--- src/hw/cu_pkg.sv ---
`default_nettype none

package cu_pkg;

	// Cycle states of the instruction FSM
	typedef enum logic [5:0] {
		ST_FETCH        = 6'd0,
		ST_IM0          = 6'd1,
		ST_ZP0          = 6'd2,
		ST_ZP1          = 6'd3,
		ST_ABS0         = 6'd4,
		ST_ABS1         = 6'd5,
		ST_ABS2         = 6'd6,
		ST_ZP_WRITE     = 6'd14,
		ST_ABS_WRITE    = 6'd15,
		ST_ZP_STORE     = 6'd16,
		ST_ABS_STORE    = 6'd17,
		ST_BRANCH_CHECK = 6'd19,
		ST_BRANCH_GO    = 6'd20,
		ST_PUSH         = 6'd21,
		ST_PULL         = 6'd22,
		ST_ABS_JMP      = 6'd23,
		ST_RST0         = 6'd41,
		ST_RST1         = 6'd42,
		ST_RST2         = 6'd43
	} state_e;

	typedef enum logic [3:0] {
		AS_PC    = 4'd0,
		AS_ZERO  = 4'd1,
		AS_ABS   = 4'd2,
		AS_STACK = 4'd7,
		AS_RVL   = 4'd10, // Reset vector low byte
		AS_RVH   = 4'd11  // Reset vector high byte
	} addr_sel_e;

	typedef enum logic [2:0] {
		AL_A  = 3'd0,
		AL_F  = 3'd1,
		AL_M  = 3'd2,
		AL_SP = 3'd3,
		AL_X  = 3'd4,
		AL_Y  = 3'd5,
		AL_Z  = 3'd6
	} alu_sel_e;

	typedef enum logic [2:0] {
		WS_ALU    = 3'd0,
		WS_RESULT = 3'd1,
		WS_ZERO   = 3'd5
	} write_sel_e;

	typedef enum logic [1:0] {
		SP_HOLD = 2'd0,
		SP_INC  = 2'd1,
		SP_DEC  = 2'd2
	} sp_op_e;

	typedef enum logic [5:0] {
		OP_ADR0 = 6'd0, // Address add, low byte
		OP_ADR1 = 6'd1, // Address add with carry, high byte
		OP_ADC  = 6'd2,
		OP_AND  = 6'd3,
		OP_ASL  = 6'd4,
		OP_BNE  = 6'd7,
		OP_BEQ  = 6'd15,
		OP_BRA  = 6'd22,
		OP_CLC  = 6'd23,
		OP_DEC  = 6'd28,
		OP_INC  = 6'd30,
		OP_PASS = 6'd32,
		OP_SEC  = 6'd46
	} alu_op_e;

	// One opcode byte read as addressing group or as branch condition
	typedef union packed {
		struct packed {
			logic [2:0] aaa;
			logic [2:0] bbb; // Addressing mode
			logic [1:0] cc;
		} group_view;
		struct packed {
			logic [1:0] flag_sel; // 11 selects Z flag
			logic       flag_val;
			logic [4:0] branch_tag;
		} branch_view;
	} opcode_u;

	typedef enum logic [3:0] {
		IC_IMPLIED, IC_IMMEDIATE, IC_ZP, IC_ABS, IC_BRANCH,
		IC_PUSH, IC_PULL, IC_JMP, IC_NONE
	} inst_class_e;

	typedef enum logic [2:0] {
		NONE_REG, A_REG, X_REG, Y_REG, SP_REG
	} reg_target_e;

	typedef struct packed {
		inst_class_e inst_class;
		logic        is_store;
		logic        is_rmw;
		reg_target_e target;
		alu_sel_e    alu_sel_ex; // Operand in the execute cycle
		alu_sel_e    alu_sel_ad; // Index added in the address cycle
		alu_op_e     alu_op_ex;
	} decoded_t;

	typedef struct packed {
		logic       instruction_load;
		logic       increment_pc;
		sp_op_e     sp_op;
		logic       a_load;
		logic       x_load;
		logic       y_load;
		logic       sp_load;
		logic       dirl_load;
		logic       dirh_load;
		logic       branch_load;
		logic       pcl_load;
		logic       pch_load;
		logic       jmp_load;
		logic       rst_load;
		logic       read_write; // High for a memory write
		write_sel_e write_select;
		addr_sel_e  address_select;
		alu_sel_e   alu_select;
		alu_op_e    alu_opcode;
		state_e     state; // Debug view of the FSM
	} ctrl_word_t;

endpackage

`default_nettype wire

--- src/hw/control_outputs.sv ---
`timescale 1ns/1ps
`default_nettype none

module control_outputs (
	input  wire cu_pkg::state_e   state,
	input  wire cu_pkg::decoded_t dec,
	output cu_pkg::ctrl_word_t    ctrl
);

	logic load_state;

	// Cycles in which the operand reaches its register
	assign load_state = state inside {cu_pkg::ST_IM0, cu_pkg::ST_ZP1,
		cu_pkg::ST_ABS2, cu_pkg::ST_PULL};

	always_comb begin
		ctrl                = '0;
		ctrl.sp_op          = cu_pkg::SP_HOLD;
		ctrl.write_select   = cu_pkg::WS_ZERO;
		ctrl.address_select = cu_pkg::AS_PC;
		ctrl.alu_select     = dec.alu_sel_ex;
		ctrl.alu_opcode     = cu_pkg::OP_PASS;
		ctrl.state          = state;

		case (state)
			cu_pkg::ST_FETCH: begin
				ctrl.instruction_load = 1'b1;
				ctrl.increment_pc     = 1'b1;
			end
			cu_pkg::ST_IM0: begin
				ctrl.increment_pc = 1'b1; // Skip the immediate byte
				ctrl.alu_opcode   = dec.alu_op_ex;
			end
			cu_pkg::ST_ZP0, cu_pkg::ST_ABS0: begin
				ctrl.increment_pc = 1'b1;
				ctrl.dirl_load    = 1'b1;
				ctrl.alu_select   = dec.alu_sel_ad;
				ctrl.alu_opcode   = cu_pkg::OP_ADR0;
			end
			cu_pkg::ST_ZP1: begin
				ctrl.address_select = cu_pkg::AS_ZERO;
				ctrl.alu_opcode     = dec.alu_op_ex;
			end
			cu_pkg::ST_ABS1: begin
				ctrl.increment_pc = 1'b1;
				ctrl.dirh_load    = 1'b1;
				ctrl.alu_select   = cu_pkg::AL_Z; // Carry only into high byte
				ctrl.alu_opcode   = cu_pkg::OP_ADR1;
			end
			cu_pkg::ST_ABS2: begin
				ctrl.address_select = cu_pkg::AS_ABS;
				ctrl.alu_opcode     = dec.alu_op_ex;
			end
			cu_pkg::ST_ZP_STORE: begin
				ctrl.read_write     = 1'b1;
				ctrl.write_select   = cu_pkg::WS_ALU;
				ctrl.address_select = cu_pkg::AS_ZERO;
			end
			cu_pkg::ST_ABS_STORE: begin
				ctrl.read_write     = 1'b1;
				ctrl.write_select   = cu_pkg::WS_ALU;
				ctrl.address_select = cu_pkg::AS_ABS;
			end
			cu_pkg::ST_ZP_WRITE: begin
				ctrl.read_write     = 1'b1;
				ctrl.write_select   = cu_pkg::WS_RESULT; // Modified value back
				ctrl.address_select = cu_pkg::AS_ZERO;
			end
			cu_pkg::ST_ABS_WRITE: begin
				ctrl.read_write     = 1'b1;
				ctrl.write_select   = cu_pkg::WS_RESULT;
				ctrl.address_select = cu_pkg::AS_ABS;
			end
			cu_pkg::ST_ABS_JMP:   ctrl.jmp_load = 1'b1;
			cu_pkg::ST_BRANCH_CHECK: begin
				ctrl.increment_pc = 1'b1; // Past the offset byte
				ctrl.alu_opcode   = dec.alu_op_ex;
			end
			cu_pkg::ST_BRANCH_GO: ctrl.branch_load = 1'b1;
			cu_pkg::ST_PUSH: begin
				ctrl.sp_op          = cu_pkg::SP_DEC;
				ctrl.read_write     = 1'b1;
				ctrl.write_select   = cu_pkg::WS_ALU;
				ctrl.address_select = cu_pkg::AS_STACK;
			end
			cu_pkg::ST_PULL: begin
				ctrl.sp_op          = cu_pkg::SP_INC;
				ctrl.address_select = cu_pkg::AS_STACK;
			end
			cu_pkg::ST_RST0: ctrl.rst_load = 1'b1;
			cu_pkg::ST_RST1: begin
				ctrl.pcl_load       = 1'b1;
				ctrl.address_select = cu_pkg::AS_RVL;
			end
			cu_pkg::ST_RST2: begin
				ctrl.pch_load       = 1'b1;
				ctrl.address_select = cu_pkg::AS_RVH;
			end
			default: ;
		endcase

		ctrl.a_load  = load_state && (dec.target == cu_pkg::A_REG);
		ctrl.x_load  = load_state && (dec.target == cu_pkg::X_REG);
		ctrl.y_load  = load_state && (dec.target == cu_pkg::Y_REG);
		ctrl.sp_load = load_state && (dec.target == cu_pkg::SP_REG);
	end

	// Writes only go to data memory or the stack page
	always_comb begin
		a_write_addr: assert (!ctrl.read_write || ctrl.address_select inside
			{cu_pkg::AS_ZERO, cu_pkg::AS_ABS, cu_pkg::AS_STACK})
			else $error("control_outputs: write with address select %0d",
				ctrl.address_select);
	end

endmodule

`default_nettype wire

--- src/hw/control_unit.sv ---
`timescale 1ns/1ps
`default_nettype none

module control_unit (
	input  wire logic          clk,
	input  wire logic          rst,
	input  wire logic [7:0]    opcode,
	input  wire logic          branch_valid,
	output cu_pkg::ctrl_word_t ctrl
);

	cu_pkg::state_e      state;
	cu_pkg::inst_class_e fetch_class;
	cu_pkg::decoded_t    dec;

	opcode_decode u_opcode_decode (
		.clk         (clk),
		.rst         (rst),
		.opcode      (opcode),
		.state       (state),
		.fetch_class (fetch_class),
		.dec         (dec)
	);

	cycle_sequencer u_cycle_sequencer (
		.clk          (clk),
		.rst          (rst),
		.fetch_class  (fetch_class),
		.dec          (dec),
		.branch_valid (branch_valid),
		.state        (state)
	);

	control_outputs u_control_outputs (
		.state (state),
		.dec   (dec),
		.ctrl  (ctrl)
	);

endmodule

`default_nettype wire

--- src/hw/cycle_sequencer.sv ---
`timescale 1ns/1ps
`default_nettype none

module cycle_sequencer (
	input  wire logic                clk,
	input  wire logic                rst,
	input  wire cu_pkg::inst_class_e fetch_class,
	input  wire cu_pkg::decoded_t    dec,
	input  wire logic                branch_valid,
	output cu_pkg::state_e           state
);

	cu_pkg::state_e next_state;

	always_comb begin
		next_state = cu_pkg::ST_FETCH;
		case (state)
			cu_pkg::ST_FETCH: begin
				case (fetch_class)
					cu_pkg::IC_IMPLIED,
					cu_pkg::IC_IMMEDIATE: next_state = cu_pkg::ST_IM0;
					cu_pkg::IC_ZP:        next_state = cu_pkg::ST_ZP0;
					cu_pkg::IC_ABS,
					cu_pkg::IC_JMP:       next_state = cu_pkg::ST_ABS0;
					cu_pkg::IC_BRANCH:    next_state = cu_pkg::ST_BRANCH_CHECK;
					cu_pkg::IC_PUSH:      next_state = cu_pkg::ST_PUSH;
					cu_pkg::IC_PULL:      next_state = cu_pkg::ST_PULL;
					default:              next_state = cu_pkg::ST_FETCH; // Unknown opcode
				endcase
			end
			cu_pkg::ST_ZP0: begin
				if (dec.is_store)
					next_state = cu_pkg::ST_ZP_STORE;
				else
					next_state = cu_pkg::ST_ZP1;
			end
			cu_pkg::ST_ZP1: begin
				if (dec.is_rmw)
					next_state = cu_pkg::ST_ZP_WRITE;
			end
			cu_pkg::ST_ABS0: begin
				if (dec.inst_class == cu_pkg::IC_JMP)
					next_state = cu_pkg::ST_ABS_JMP;
				else
					next_state = cu_pkg::ST_ABS1;
			end
			cu_pkg::ST_ABS1: begin
				if (dec.is_store)
					next_state = cu_pkg::ST_ABS_STORE;
				else
					next_state = cu_pkg::ST_ABS2;
			end
			cu_pkg::ST_ABS2: begin
				if (dec.is_rmw)
					next_state = cu_pkg::ST_ABS_WRITE;
			end
			cu_pkg::ST_BRANCH_CHECK: begin
				if (branch_valid)
					next_state = cu_pkg::ST_BRANCH_GO; // Taken branch adds a cycle
			end
			cu_pkg::ST_RST0: next_state = cu_pkg::ST_RST1;
			cu_pkg::ST_RST1: next_state = cu_pkg::ST_RST2;
			default:         next_state = cu_pkg::ST_FETCH;
		endcase
	end

	always_ff @(posedge clk) begin
		if (!rst) begin
			state <= cu_pkg::ST_RST0;
		end else begin
			state <= next_state;
		end
	end

	a_state_kept: assert property (@(posedge clk) disable iff (!rst)
		state inside {cu_pkg::ST_FETCH, cu_pkg::ST_IM0, cu_pkg::ST_ZP0, cu_pkg::ST_ZP1,
			cu_pkg::ST_ABS0, cu_pkg::ST_ABS1, cu_pkg::ST_ABS2, cu_pkg::ST_ZP_WRITE,
			cu_pkg::ST_ABS_WRITE, cu_pkg::ST_ZP_STORE, cu_pkg::ST_ABS_STORE,
			cu_pkg::ST_BRANCH_CHECK, cu_pkg::ST_BRANCH_GO, cu_pkg::ST_PUSH,
			cu_pkg::ST_PULL, cu_pkg::ST_ABS_JMP, cu_pkg::ST_RST0, cu_pkg::ST_RST1,
			cu_pkg::ST_RST2})
		else $error("cycle_sequencer: illegal state %0d", state);

endmodule

`default_nettype wire

--- src/hw/opcode_decode.sv ---
`timescale 1ns/1ps
`default_nettype none

module opcode_decode (
	input  wire logic                clk,
	input  wire logic                rst,
	input  wire logic [7:0]          opcode,
	input  wire cu_pkg::state_e      state,
	output cu_pkg::inst_class_e      fetch_class,
	output cu_pkg::decoded_t         dec
);

	localparam logic [7:0] OPC_RESET = 8'h02; // Unused opcode that decodes to NONE

	cu_pkg::opcode_u opcode_reg;

	function automatic cu_pkg::inst_class_e classify(input cu_pkg::opcode_u op);
		cu_pkg::inst_class_e cls;
		case (op)
			8'hA9, 8'hA5, 8'hAD, 8'hA2, 8'hA0, 8'h85, 8'h8D, 8'h86,
			8'h69, 8'h29, 8'hE6, 8'h0E: begin
				case (op.group_view.bbb)
					3'b000, 3'b010: cls = cu_pkg::IC_IMMEDIATE;
					3'b001:         cls = cu_pkg::IC_ZP;
					default:        cls = cu_pkg::IC_ABS;
				endcase
			end
			8'hE8, 8'h88, 8'hAA, 8'h9A, 8'h18, 8'h38, 8'hEA: cls = cu_pkg::IC_IMPLIED;
			8'hF0, 8'hD0, 8'h80: cls = cu_pkg::IC_BRANCH;
			8'h48:   cls = cu_pkg::IC_PUSH;
			8'h68:   cls = cu_pkg::IC_PULL;
			8'h4C:   cls = cu_pkg::IC_JMP;
			default: cls = cu_pkg::IC_NONE;
		endcase
		return cls;
	endfunction

	function automatic cu_pkg::decoded_t decode(input cu_pkg::opcode_u op);
		cu_pkg::decoded_t d;
		d.inst_class = classify(op);
		d.is_store   = op inside {8'h85, 8'h8D, 8'h86};
		d.is_rmw     = op inside {8'hE6, 8'h0E};
		d.alu_sel_ad = cu_pkg::AL_Z; // No indexed modes decoded

		case (op)
			8'hA9, 8'hA5, 8'hAD, 8'h69, 8'h29, 8'h68: d.target = cu_pkg::A_REG;
			8'hA2, 8'hE8, 8'hAA: d.target = cu_pkg::X_REG;
			8'hA0, 8'h88:        d.target = cu_pkg::Y_REG;
			8'h9A:               d.target = cu_pkg::SP_REG; // TXS
			default:             d.target = cu_pkg::NONE_REG;
		endcase

		case (op)
			8'h69, 8'h29, 8'h85, 8'h8D, 8'h48, 8'hAA: d.alu_sel_ex = cu_pkg::AL_A;
			8'h86, 8'hE8, 8'h9A: d.alu_sel_ex = cu_pkg::AL_X;
			8'h88:               d.alu_sel_ex = cu_pkg::AL_Y;
			8'h18, 8'h38, 8'hF0, 8'hD0, 8'h80: d.alu_sel_ex = cu_pkg::AL_F;
			default:             d.alu_sel_ex = cu_pkg::AL_M; // Loads, RMW, PLA
		endcase

		case (op)
			8'h69:        d.alu_op_ex = cu_pkg::OP_ADC;
			8'h29:        d.alu_op_ex = cu_pkg::OP_AND;
			8'h0E:        d.alu_op_ex = cu_pkg::OP_ASL;
			8'hE6, 8'hE8: d.alu_op_ex = cu_pkg::OP_INC;
			8'h88:        d.alu_op_ex = cu_pkg::OP_DEC;
			8'h18:        d.alu_op_ex = cu_pkg::OP_CLC;
			8'h38:        d.alu_op_ex = cu_pkg::OP_SEC;
			8'h80:        d.alu_op_ex = cu_pkg::OP_BRA;
			8'hF0, 8'hD0: begin
				// Conditional branch on Z with polarity from bit 5
				d.alu_op_ex = op.branch_view.flag_val ? cu_pkg::OP_BEQ : cu_pkg::OP_BNE;
			end
			default:      d.alu_op_ex = cu_pkg::OP_PASS;
		endcase
		return d;
	endfunction

	always_ff @(posedge clk) begin
		if (!rst) begin
			opcode_reg <= OPC_RESET;
		end else if (state == cu_pkg::ST_FETCH) begin
			opcode_reg <= opcode; // Captured with instruction_load
		end
	end

	assign fetch_class = classify(opcode); // Live byte picks the next state
	assign dec         = decode(opcode_reg);

	a_store_rmw_excl: assert property (@(posedge clk) disable iff (!rst)
		!(dec.is_store && dec.is_rmw))
		else $error("opcode_decode: store and RMW decoded together");

endmodule

`default_nettype wire

--- config.mk ---
export PLATFORM = sky130hd
export DESIGN_NAME = control_unit
export DESIGN_NICKNAME = d
export VERILOG_FILES = /design/src/hw/cu_pkg.sv /design/src/hw/control_outputs.sv /design/src/hw/control_unit.sv /design/src/hw/cycle_sequencer.sv /design/src/hw/opcode_decode.sv
export SDC_FILE = /design/constraint.sdc
export NUM_CORES = 1
export LEC_CHECK = 0
export BUFFER_PORTS_ARGS = -buffer_cell sky130_fd_sc_hd__clkbuf_2
export CORE_AREA = 10 10 72 80
export CTS_CLUSTER_SIZE = 40
export DETAILED_ROUTE_END_ITERATION = 12
export DIE_AREA = 0 0 82 90
export PLACE_DENSITY = 0.87
export SLEW_MARGIN = 10
export SYNTH_ARGS = -nofsm -noshare
export SYNTH_HDL_FRONTEND = slang
export SYNTH_SLANG_ARGS = --single-unit
--- constraint.sdc ---
create_clock -name clk -period 2.1 [get_ports clk]
set_clock_uncertainty 0.15 [all_clocks]
set_input_delay 0.21 -clock clk [delete_from_list [all_inputs] [get_ports clk]]
set_output_delay 0.21 -clock clk [all_outputs]
set_load 0.02 [all_outputs]
==> impl_summary.md, run 1 <==
Run status
The run finished, with violations left. The final reports fail on negative setup slack.

Clock tree
In this run, CTS created clock tree buffers numbering 3. The tree built by TritonCTS fans out to 14 sinks. The clock reaches the later pin of the worst-skew pair after 0.24 ns.

Clock-pin slew was measured on the worst setup and hold paths at 0.06 ns. CTS built an H-tree with a depth of 1. The buffer type at the clock tree root is sky130_fd_sc_hd__clkbuf_8. TritonCTS built the clock tree. The longest clock path from root to sink contains 2 buffers.

Die
The floorplan step defined a die boundary enclosing around 0.0074 sq mm. Once the floorplan was initialized, standard cells occupied a little under half of the core. The count of boundary I/O pins is 49.

The vertical die dimension is 90 microns. The row count is 25. The core outline area is 0.00419 sq mm.

The width of the chip is 82 microns.

Drt
The routed wire length per instance is 18.3 microns. The first detailed-routing pass took 7 iterations. In the routed design, unresolved DRC markers number 0.

For this block, the routed nets add up to 7930 microns of wire. Dividing the detail-routed via count by the number of cells gives 6.30. In this run the remaining antenna-violating nets after routing total 0. The routed layout has ~2.7k vias. The first routing iteration left 410 violations.

Hold path
The count of cells along the worst hold path is 2. The hold path startpoint is rst. The worst hold path terminates at u_cycle_sequencer.state[5]. The worst hold path class is in -> reg.

Setup path
The cell class contributing the biggest share of worst-path delay is simple AND/OR/NAND/NOR gates. The worst register-to-register path ends at u_cycle_sequencer.state[1]. The critical path is of the reg -> out type. Among all stages on the critical path, the largest delay is contributed by sky130_fd_sc_hd__or3b_4. The slack of the worst reg-to-reg path is 0.11 ns. STA puts the critical path data required time at ~1.7 ns. The nature of the critical path startpoint is a flop. The number of buffer and inverter stages on the critical path is 1.

The cell count of the worst reg-to-reg path is 6. Of all nets on the critical path, the largest fanout is 4. The startpoint identified for the worst register-to-register timing path is u_opcode_decode.opcode_reg[6]. For the worst setup path, the data arrival time is 2.03 ns. The signal on the critical path passes through nor2b_4 -> or3b_4 -> nor3_4 -> a21oi_2 -> a31oi_4 -> o21a_2 -> buf_8. The maximum single-stage delay on the critical path is 0.41 ns. STA classifies the critical path endpoint as a primary output.

Layout
Cells with a size suffix above 1 make up 46.1% of the layout. The flip-flop count of the largest register after layout is 8. The layout overhead on the synthesized area is 52.9%. The fill cell instance count of the final layout is 288. Registers take 318 sq um. The multi-input combinational cell area is about 0.0018 sq mm. The post-route cell area is between 0.002 and 0.003 sq mm. The post-layout net count is 392. The count of antenna diodes in the layout is 0.

Placed design
The total cell area at the placement stage is 0.00250 sq mm. Summed over all nets, the half-perimeter wirelength after detailed placement is 4960 microns. The count of port buffers added during placement is 47. The final weighted congestion of routability-driven global placement is 0.886.

STA
Across all hold checks on the routed design, the worst slack comes to 0.135 ns. Setup repair after global routing could not meet its margin everywhere. The count of final setup violators is 12. The routed design could run at a clock period as short as approximately 2.4 ns.

For this run, the top clock speed supported by timing is roughly 0.42 GHz. The setup slack of the critical path after layout is -0.294 ns. The post-route clock period utilization is 114%. The final max-slew violation count is 0.

The setup TNS after final layout is -1.67 ns. The number of hold violations in the final report was 0.

Global route
The initial antenna violation count was 0. The global routing usage on met3 is 2.89%. The via count of the first global-routing pass is ~2.5k. In this run the most used layer during global routing was met2. The met2 routing resource usage after global routing is between 30 and 40%.

For met1 alone, demand over resource in global routing was between 20 and 25%. Global routing finished with a remaining overflow of 0. The overall global routing resource usage is 18.5%. The first global-routing pass estimated 11700 microns of wire. Entering global routing, the biggest net connects 15 pins.

Yosys
The fraction of synthesis flops using an asynchronous set or reset pin is 0%. The share of the synthesized area in the top cell type is 14.3%. The count of yosys warnings during synthesis is 0.

The number of distinct library cell variants in the gate-level netlist after synthesis is 60. Yosys attributes the largest share of cell area to sky130_fd_sc_hd__dfxtp_1 (14%), sky130_fd_sc_hd__nand2_1 (7.3%), sky130_fd_sc_hd__nor2_1 (7.3%), sky130_fd_sc_hd__a21oi_1 (4.3%), sky130_fd_sc_hd__nand2b_1 (3.5%). The number of flops mapped to enable cells by yosys is 0. The number of flip-flops and latches in the synthesized netlist is 14. The average size of a mapped cell is 6.48 sq um.

Of all cell types, the one taking the most synthesized area is sky130_fd_sc_hd__dfxtp_1. The fraction of the yosys area taken by sequential cells is 14.3%. The post-synthesis cell area is around 0.0020 sq mm. The synthesized net count is 313.

Sorting the synthesized cells by how often they occur yields sky130_fd_sc_hd__nand2_1 (38), sky130_fd_sc_hd__nor2_1 (38), sky130_fd_sc_hd__clkbuf_1 (18). In the synthesized netlist, the number of instances is 302. The commonest register cell after synthesis is sky130_fd_sc_hd__dfxtp_1.

Power
The peak supply drop is around 0.25 mV. Summed over all cells, the static leakage comes to 1.18 nW. For this design the ratio of total power to cell area is approximately 280 mW/mm^2.

Run
The max-cap check violation count is 0.
-- per-layer routing --
metal | vias up | routed length (microns) | part of all wire, %
met3 | 32 | 781 | 9.9
met4 | 0 | 284 | 3.6
met2 | 204 | 3880 | 49
met5 | - | 0 | 0
met1 | 1260 | 2980 | 38
li1 | 1240 | - | -
-- per-stage QoR --
stage / std cells / power, mW / setup WS (ns) / utilization, %
6_report: 434 / 0.834 / -0.294 / 71.4
4_1_cts: 429 / 0.800 / -0.147 / 67.1
3_3_place_gp: 422 / 0.524 / -0.0519 / 59.7
5_1_grt: 434 / 0.873 / -0.330 / 71.4
2_1_floorplan: 302 / 0.451 / -0.0539 / -
3_5_place_dp: 422 / 0.531 / -0.125 / 59.7
-- how the worst max path moves through the flow --
stage | from | endpoint | slack [ns] | depth (start not counted)
2_1_floorplan | u_cycle_sequencer.state[4] | ctrl[12] | -0.05 | 6
3_3_place_gp | u_opcode_decode.opcode_reg[3] | ctrl[7] | -0.05 | 7
3_5_place_dp | u_opcode_decode.opcode_reg[3] | ctrl[7] | -0.13 | 7
4_1_cts | u_opcode_decode.opcode_reg[2] | ctrl[31] | -0.15 | 6
5_1_grt | u_opcode_decode.opcode_reg[3] | ctrl[7] | -0.33 | 7
6_report | u_opcode_decode.opcode_reg[3] | ctrl[7] | -0.29 | 7
-- report_power, final --
group	internal [mW]	total (mW)	switching [mW]
combinational	0.117	0.278	0.161
clock	0.166	0.258	0.0919
sequential	0.271	0.298	0.0269
-- repair_timing --
| item | 4_1_cts | 5_1_grt |
|---|---|---|
| endpoints found under the setup margin | 16 | 20 |
| pin swaps | 14 | 16 |
| resized for setup | 63 | 49 |
| buffers inserted | 4 | 6 |
| hold buffers | 0 | 0 |
-- worst reg2reg max path, delay by kind of cell (launching register included) --
family                 cells  cell delay (ns)
AO/OA/AOI/OAI              1             0.11
buffers and inverters      1             0.16
flip-flops                 1             0.37
AND/OR/NAND/NOR            4             1.07
-- logic make-up after synthesis --
logic type      after synthesis  synth area share [%]
xor+xnor                      4                  1.79
flops                        14                  14.3
mux                           4                  2.05
buf+inv                      36                  8.44
simple gates                161                  43.5
compound gates               82                  29.7
other cells                   1                 0.192
-- cell type report --
type / instances / area share [%]
clock buffers: 4 / 1.84
inverters: 8 / 1.13
multi-input cells: 252 / 59.1
flip-flops and latches: 14 / 10.6
well taps: 54 / 2.26
repair buffers: 102 / 25.1
-- layout by cell type, fill, tap and decap left out, types with 3 or more instances in the layout --
| cell type | instances |
|---|---|
| sky130_fd_sc_hd__nand2_1 | 37 |
| sky130_fd_sc_hd__nor2_2 | 3 |
| sky130_fd_sc_hd__dfxtp_2 | 6 |
| sky130_fd_sc_hd__nor3b_1 | 3 |
| sky130_fd_sc_hd__a21oi_2 | 5 |
| sky130_fd_sc_hd__nor4_4 | 3 |
| sky130_fd_sc_hd__mux2i_1 | 4 |
| sky130_fd_sc_hd__nand3b_1 | 5 |
| sky130_fd_sc_hd__nand2b_4 | 3 |
| sky130_fd_sc_hd__buf_4 | 52 |
| sky130_fd_sc_hd__a32oi_1 | 3 |
| sky130_fd_sc_hd__o21ai_1 | 4 |
| sky130_fd_sc_hd__nand3_1 | 9 |
| sky130_fd_sc_hd__nor3_1 | 7 |
| sky130_fd_sc_hd__o211ai_1 | 3 |
| sky130_fd_sc_hd__nor2_1 | 34 |
| sky130_fd_sc_hd__nor4_1 | 4 |
| sky130_fd_sc_hd__nand2b_1 | 8 |
| sky130_fd_sc_hd__clkbuf_8 | 7 |
| sky130_fd_sc_hd__o22ai_1 | 4 |
| sky130_fd_sc_hd__nor3_2 | 3 |
| sky130_fd_sc_hd__and2_1 | 6 |
| sky130_fd_sc_hd__a31oi_1 | 4 |
| sky130_fd_sc_hd__buf_6 | 10 |
| sky130_fd_sc_hd__inv_1 | 6 |
| sky130_fd_sc_hd__clkbuf_2 | 34 |
| sky130_fd_sc_hd__nand4_1 | 3 |
| sky130_fd_sc_hd__o21a_1 | 4 |
| sky130_fd_sc_hd__or2b_1 | 3 |
| sky130_fd_sc_hd__dfxtp_4 | 8 |
| sky130_fd_sc_hd__a21boi_0 | 8 |
| sky130_fd_sc_hd__o21ai_0 | 9 |
| sky130_fd_sc_hd__a21oi_1 | 11 |
| sky130_fd_sc_hd__nor2b_2 | 3 |
Note: power is estimated with default switching activity, not from simulation.
==> run 2: changes to the inputs <==
Settings changed: ABC_CLOCK_PERIOD_IN_PS from default to 2100, REMOVE_ABC_BUFFERS from default to 1.
==> run 2 against run 1 <==
  * Combinational power up 7.6%
  * Sequential power down 2%
  * Hold slack lost 0.016 ns
  * Routed wire length grew 2.3%
  * Highest routed layer unchanged
  * Power is 2.8% higher
  * Cell count is 1.6% higher
  * Critical path depth unchanged
  * Maximum frequency up 1.5%
  * The flow still finishes with violations (negative setup slack)
  * Via count grew 1.6%
  * Die area stayed put
  * Register-to-register slack worse by 0.08 ns
  * Core utilization increased by 0.63 points
==> impl_summary.md, run 2 (synthesis results as in run 1) <==
Run status
The flow ran to the end, but the final reports show violations. The checks that failed: negative setup slack.

STA
The number of hold violations in the final report is 0 (unchanged). Setup repair after global routing could not meet its margin everywhere. The count of final setup violators is 12 (unchanged). The final critical-path required period was 2.36 ns (-0.0343 ns).

The final max-slew violation count is 0 (unchanged). The setup TNS after final layout is -1.76 ns (-0.0871 ns). The post-route clock period utilization is 112% (-1.6 points). The setup slack of the critical path after layout is -0.259 ns (+0.0343 ns). The achievable frequency is 0.424 GHz (+1.5%).

The tightest hold margin is 0.119 ns (-0.0158 ns).

Clock tree
The CTS H-tree depth came to 1 (unchanged). The CTS buffer count came to 3 (unchanged). The CTS clock-pin slew for the worst setup and hold paths came to 0.06 ns (about the same).

The number of buffers between clock root and the deepest sink is 2 (unchanged). The post-cts hold buffer count is 0 (unchanged). TritonCTS built the clock tree. The buffer type at the clock tree root is sky130_fd_sc_hd__clkbuf_8.

The number of sinks on the clock net is 14 (unchanged). The insertion delay to the later sink of the worst-skew pair is 0.25 ns (about the same).

Power
The power per cell area is 284 mW/mm^2 (+1.9%). The static power due to leakage came to 1.23 nW (+3.8%). The peak supply drop is 0.256 mV (+3.1%).

Layout
In the layout the commonest cells are sky130_fd_sc_hd__buf_4 (60), sky130_fd_sc_hd__nor2_1 (38), sky130_fd_sc_hd__nand2_1 (37), sky130_fd_sc_hd__clkbuf_2 (34), sky130_fd_sc_hd__a21oi_1 (12). Leaving out fill and tap cells, the most frequent cell in the layout is sky130_fd_sc_hd__buf_4. The final instance count without filler cells is 441 (+1.6%).

The count of antenna diodes in the layout is 0 (unchanged). The layout overhead on the synthesized area is 54.2%. The flip-flop count of the largest register after layout is 8 (unchanged). The post-route cell area was 0.00302 sq mm (+0.88%).

The share of layout cells above drive strength 1 is 45.0% (-1.1 points). The post-layout net count came to 399 (+1.8%).

Placed design
The final weighted congestion of routability-driven global placement is 0.961 (+8.5%). The total cell area at the placement stage is 0.00247 sq mm (-1.3%). The count of port buffers added during placement is 47 (unchanged). The sum of net half-perimeters after detailed placement is 4930 microns (-0.50%). The instance count after placement with tap cells included is 421 (-0.24%). The post-placement worst setup slack is -0.0764 ns (+0.0486 ns).

Setup path
The cell class contributing the biggest share of worst-path delay is compound AO/OA/AOI/OAI gates. STA classifies the critical path endpoint as a primary output. The critical path in this run is classified as reg -> out. The required time reported for the critical path endpoint is 1.74 ns (about the same). The maximum single-stage delay on the critical path came to 0.38 ns (-0.03 ns). The number of buffer and inverter stages on the critical path was 2 (+1).

Traced cell by cell, the critical path runs through buf_12 -> nor4_4 -> nand4_1 -> o21a_1 -> a31oi_1 -> o21a_1 -> clkbuf_8. The arrival time reported for the critical path endpoint is 2.00 ns (-0.03 ns). The startpoint identified for the worst register-to-register timing path is u_opcode_decode.opcode_reg[3]. The startpoint of the most critical setup path is u_opcode_decode.opcode_reg[1]. The worst setup path is launched from a flop. The largest driver fanout on the critical path came to 6 (+2). The most numerous cell on the critical path is sky130_fd_sc_hd__o21a_1. On the critical path, the stage with the largest delay is an instance of sky130_fd_sc_hd__dfxtp_4.

Die
The count of boundary I/O pins is 49 (unchanged). The row count was 25 (unchanged). The core outline area is 0.00419 sq mm (unchanged). The width of the chip is 82 microns (unchanged). The vertical die dimension came to 90 microns (unchanged). The total die area is 0.00738 sq mm (unchanged). The effective utilization at floorplan is 46.7% (unchanged).

Global route
The overall global routing resource usage is 20.2% (+1.7 points). The largest net degree at the start of global routing is 17 (+2). The initial antenna violation count was 0 (unchanged). The total global routing overflow came to 0 (unchanged).

The first-pass GRT wire length is 12600 microns (+7.4%). The via count of the first global-routing pass is 2740 (+7.7%).

Drt
The total length of routed wires is 8110 microns (+2.3%). The via-per-instance ratio was 6.30 (about the same). The number of DRC violations after detailed-routing iteration 0 is 350 (-15%). The post-route DRC violation count is 0 (unchanged). The routed via count is 2780 (+1.6%).

The detailed-routing iteration count for the pre-antenna-repair pass is 5 (-2). The routed wire length per instance is 18.4 microns (+0.68%). The residual antenna-violating net count after detailed routing is 0 (unchanged).

Hold path
The hold path startpoint is opcode[1]. The worst hold path belongs to the class in -> reg.

Run
The max-cap check violation count came to 0 (unchanged).
==> run 2: cell types whose count changed in the layout (fill, tap and decap cells not counted), sizes merged <==
| cell | before | now |
|---|---|---|
| buf | 65 | 71 |
| clkbuf | 41 | 42 |
==> run 2: cell type report <==
| type | count | area, sq um |
|---|---|---|
| multi-input combinational | 252 | 1750 |
| fill | 299 | 1170 |
| timing repair buffer | 109 | 796 |
| sequential | 14 | 315 |
| tap | 54 | 67.6 |
| clock buffer | 4 | 55.1 |
| inverter | 8 | 33.8 |
==> run 2: worst reg2reg max path, delay by kind of cell (launching register included) <==
kind,cells,cell delay (ns)
buffers and inverters,1,0.15
flip-flops,1,0.37
AO/OA/AOI/OAI,3,0.37
AND/OR/NAND/NOR,3,0.95
==> run 2: power by group <==
group	internal, mW	switching [mW]
combinational	0.126	0.173
sequential	0.270	0.0209
clock	0.166	0.100
==> run 2: worst paths after layout <==
kind	end	slack, ns	cells past startpoint
setup / recovery	ctrl[7]	-0.26	7
hold / removal	u_opcode_decode.opcode_reg[1]	0.12	3
setup reg to reg	u_cycle_sequencer.state[4]	0.03	7
hold reg to reg	u_opcode_decode.opcode_reg[4]	0.38	2
==> run 2: timing repair <==
action / in CTS / in global routing
resized for setup: 63 / 42
gates cloned: 0 / 0
buffers inserted: 10 / 6
endpoints found under the setup margin: 16 / 23
pin swaps: 8 / 9
==> run 2: through the flow <==
stage / utilization [%] / power [mW]
after floorplan: - / 0.421
after global placement: 58.9 / 0.526
after detailed placement: 58.9 / 0.533
after CTS: 67.9 / 0.824
after global routing: 72.0 / 0.901
final: 72.0 / 0.857
==> run 2: metal layers <==
metal	global-route usage (%)	vias up	wire (microns)
met4	13.1	0	385
li1	-	1255	-
met3	4.58	47	674
met2	34.5	179	4090
met1	21.1	1299	2960
met5	0	-	0
==> run 3: changes to the inputs <==
--- a/constraint.sdc
+++ b/constraint.sdc
@@ -4,2 +4,2 @@
 set_output_delay 0.21 -clock clk [all_outputs]
-set_load 0.02 [all_outputs]
+set_load 0.01 [all_outputs]
==> run 3 against run 2 <==
  * The flow still finishes with violations (negative setup slack)
  * Maximum frequency grew 3.7%
  * Non-clock buffer count shrank 10
  * Die area is the same
  * Sequential power is essentially flat
  * Power shrank 4.2%
  * Sequential share of layout area grew 0.35 points
  * Clock power shrank 2%
  * Critical path depth grew 1
  * Combinational power shrank 11%
  * Highest routed layer unchanged
  * Core utilization shrank 4.0 points
  * Final area shrank 5.6%
==> impl_summary.md, run 3 (synthesis results as in run 1) <==
Setup path
The worst setup path is of the reg -> out kind. The element type at the critical path end is a primary output. The slack of the worst reg-to-reg path came to 0.08 ns (+0.05 ns). The largest driver fanout on the critical path is 8 (+2). The required time reported for the critical path endpoint is 1.74 ns (about the same). The cell count of the worst reg-to-reg path came to 7 (unchanged). In this run the critical register-to-register path is captured at u_cycle_sequencer.state[1].

In this run the critical register-to-register path is launched from u_opcode_decode.opcode_reg[4]. The arrival time reported for the critical path endpoint is 1.91 ns (-0.09 ns). STA classifies the critical path startpoint as a flop.

Layout
The final standard cell utilization of the core is 68.0% (-4.0 points). The share of layout cells above drive strength 1 is 43.2% (-1.7 points). The most common library cell in the layout ignoring fill and taps is sky130_fd_sc_hd__buf_4.

The layout overhead on the synthesized area is 45.7%. In the layout the commonest cells are sky130_fd_sc_hd__buf_4 (46), sky130_fd_sc_hd__clkbuf_2 (39), sky130_fd_sc_hd__nor2_1 (37), sky130_fd_sc_hd__nand2_1 (35), sky130_fd_sc_hd__a21oi_1 (12). The flip-flop count of the largest register after layout is 8 (unchanged). The post-layout net count is 389 (-2.5%). The count of antenna diodes in the layout came to 0 (unchanged).

Drt
The detailed route wirelength on metal3 came to 481 microns (-29%). The via-per-instance ratio was 5.90 (-6.4%). The number of DRC violations after detailed-routing iteration 0 is 297 (-15%). The total length of routed wires is 7050 microns (-13%).

The routed via count is 2544 (-8.5%). The post-route DRC violation count was 0 (unchanged). The routed wire length per instance is 16.4 microns (-11%). The detailed-routing iteration count for the pre-antenna-repair pass is 4 (-1).

The wire length on met1 came to 2770 microns (-6.4%). The uppermost layer routed is met4. The residual antenna-violating net count after detailed routing came to 0 (unchanged). The wire length on met2 is 3670 microns (-10%).

Hold path
The count of cells along the worst hold path came to 3 (unchanged). The terminating pin of the worst hold path is u_opcode_decode.opcode_reg[6]. The hold path startpoint is opcode[6]. The worst hold path class is in -> reg.

Global route
The initial antenna violation count is 0 (unchanged). The largest net degree at the start of global routing is 17 (unchanged). The via count of the first global-routing pass was 2432 (-11%).

The total global routing overflow was 0 (unchanged). The first-pass GRT wire length was 11000 microns (-13%). The overall global routing resource usage is 17.2% (-3.0 points).

Power
The total power is 821 uW (-4.2%). The power per cell area is 288 mW/mm^2 (+1.4%). The static power due to leakage is 1.19 nW (-2.6%). The peak supply drop is 0.234 mV (-8.4%).

Die
The row count is 25 (unchanged). The effective utilization at floorplan is 46.7% (unchanged). The vertical die dimension is 90 microns (unchanged). The width of the chip was 82 microns (unchanged). The count of boundary I/O pins is 49 (unchanged). The core outline area came to 0.00419 sq mm (unchanged). The total die area was 0.00738 sq mm (unchanged).

Run
The max-cap check violation count is 0 (unchanged).

Placed design
The final weighted congestion of routability-driven global placement was 0.944 (-1.8%). The count of port buffers added during placement came to 47 (unchanged). The post-placement worst setup slack came to -0.0335 ns (+0.0429 ns). The sum of net half-perimeters after detailed placement came to 4810 microns (-2.5%).

STA
The final max-slew violation count is 0 (unchanged). The relative slew slack is 53.6%. Setup repair after global routing could not meet its margin everywhere.

The count of final setup violators is 11 (-1). The setup slack of the critical path after layout is -0.174 ns (+0.0851 ns). The final critical-path required period is 2.27 ns (-0.0851 ns). The achievable frequency is 0.440 GHz (+3.7%). The number of hold violations in the final report came to 0 (unchanged). The post-route clock period utilization is 108% (-4.1 points).

The tightest hold margin is 0.0884 ns (-0.0304 ns). At the pin with the least slew margin, the transition time is between 0.6 and 0.7 ns.

Clock tree
The insertion delay to the later sink of the worst-skew pair is 0.25 ns (about the same). The buffer type at the clock tree root is sky130_fd_sc_hd__clkbuf_8. The clock tree from TritonCTS is done.

The CTS clock-pin slew for the worst setup and hold paths came to 0.06 ns (about the same). The CTS H-tree depth came to 1 (unchanged). The number of sinks on the clock net was 14 (unchanged). The number of buffers between clock root and the deepest sink is 2 (unchanged). The CTS buffer count came to 3 (unchanged).

Run status
The checks that failed: negative setup slack. The run finished, with violations left.
-- run 3: layer usage --
layer	track usage [%]	vias to the layer above
met5	0	-
met4	5.97	0
met3	2.69	16
met2	30.0	116
met1	20.3	1176
li1	-	1236
-- run 3: worst max-delay path by stage --
stage / cells past startpoint / to / start
global placement: 6 / u_cycle_sequencer.state[1] / u_opcode_decode.opcode_reg[6]
CTS: 7 / ctrl[7] / u_opcode_decode.opcode_reg[3]
floorplan: 6 / ctrl[7] / u_opcode_decode.opcode_reg[3]
finish: 8 / ctrl[7] / u_cycle_sequencer.state[0]
global route: 8 / ctrl[11] / u_opcode_decode.opcode_reg[4]
detailed placement: 7 / ctrl[7] / u_opcode_decode.opcode_reg[3]
-- run 3: repair_timing --
item | in CTS | in global routing
cloned | 0 | 0
buffers inserted | 5 | 8
hold buffers | 0 | 0
gates resized for setup | 36 | 45
pin swaps | 7 | 18
endpoints found under the setup margin | 15 | 17
-- run 3: where the power goes --
part	leakage [nW]	internal (mW)	switching (mW)
sequential	0.120	0.272	0.0205
clock	0.0288	0.166	0.0955
combinational	1.05	0.113	0.154
total	1.19	0.552	0.270
-- run 3: worst max-delay path, cell delays in order, from the launching register on --
cell and delay, ns:
sky130_fd_sc_hd__dfxtp_4 0.38, sky130_fd_sc_hd__buf_4 0.17, sky130_fd_sc_hd__inv_1 0.12, sky130_fd_sc_hd__a21oi_1 0.10
sky130_fd_sc_hd__o22ai_1 0.25, sky130_fd_sc_hd__nand2_2 0.18, sky130_fd_sc_hd__a31oi_2 0.20, sky130_fd_sc_hd__o21a_1 0.14
sky130_fd_sc_hd__clkbuf_2 0.12
-- run 3: metrics by stage --
stage | std cells | cell area, sq um | TNS [ns]
6_report | 431 | 2850 | -0.827
5_1_grt | 431 | 2850 | -2.00
4_1_cts | 423 | 2630 | -0.945
3_5_place_dp | 414 | 2420 | -0.0631
3_3_place_gp | 414 | 2420 | 0
2_1_floorplan | 274 | 1820 | 0
-- run 3: area by class of cell --
| cell class | count | area [sq um] |
|---|---|---|
| clock buffer | 4 | 55.1 |
| multi-input combinational | 252 | 1730 |
| sequential | 14 | 308 |
| timing repair buffer | 99 | 657 |
| inverter | 8 | 30.0 |
| fill | 338 | 1340 |
| tap | 54 | 67.6 |
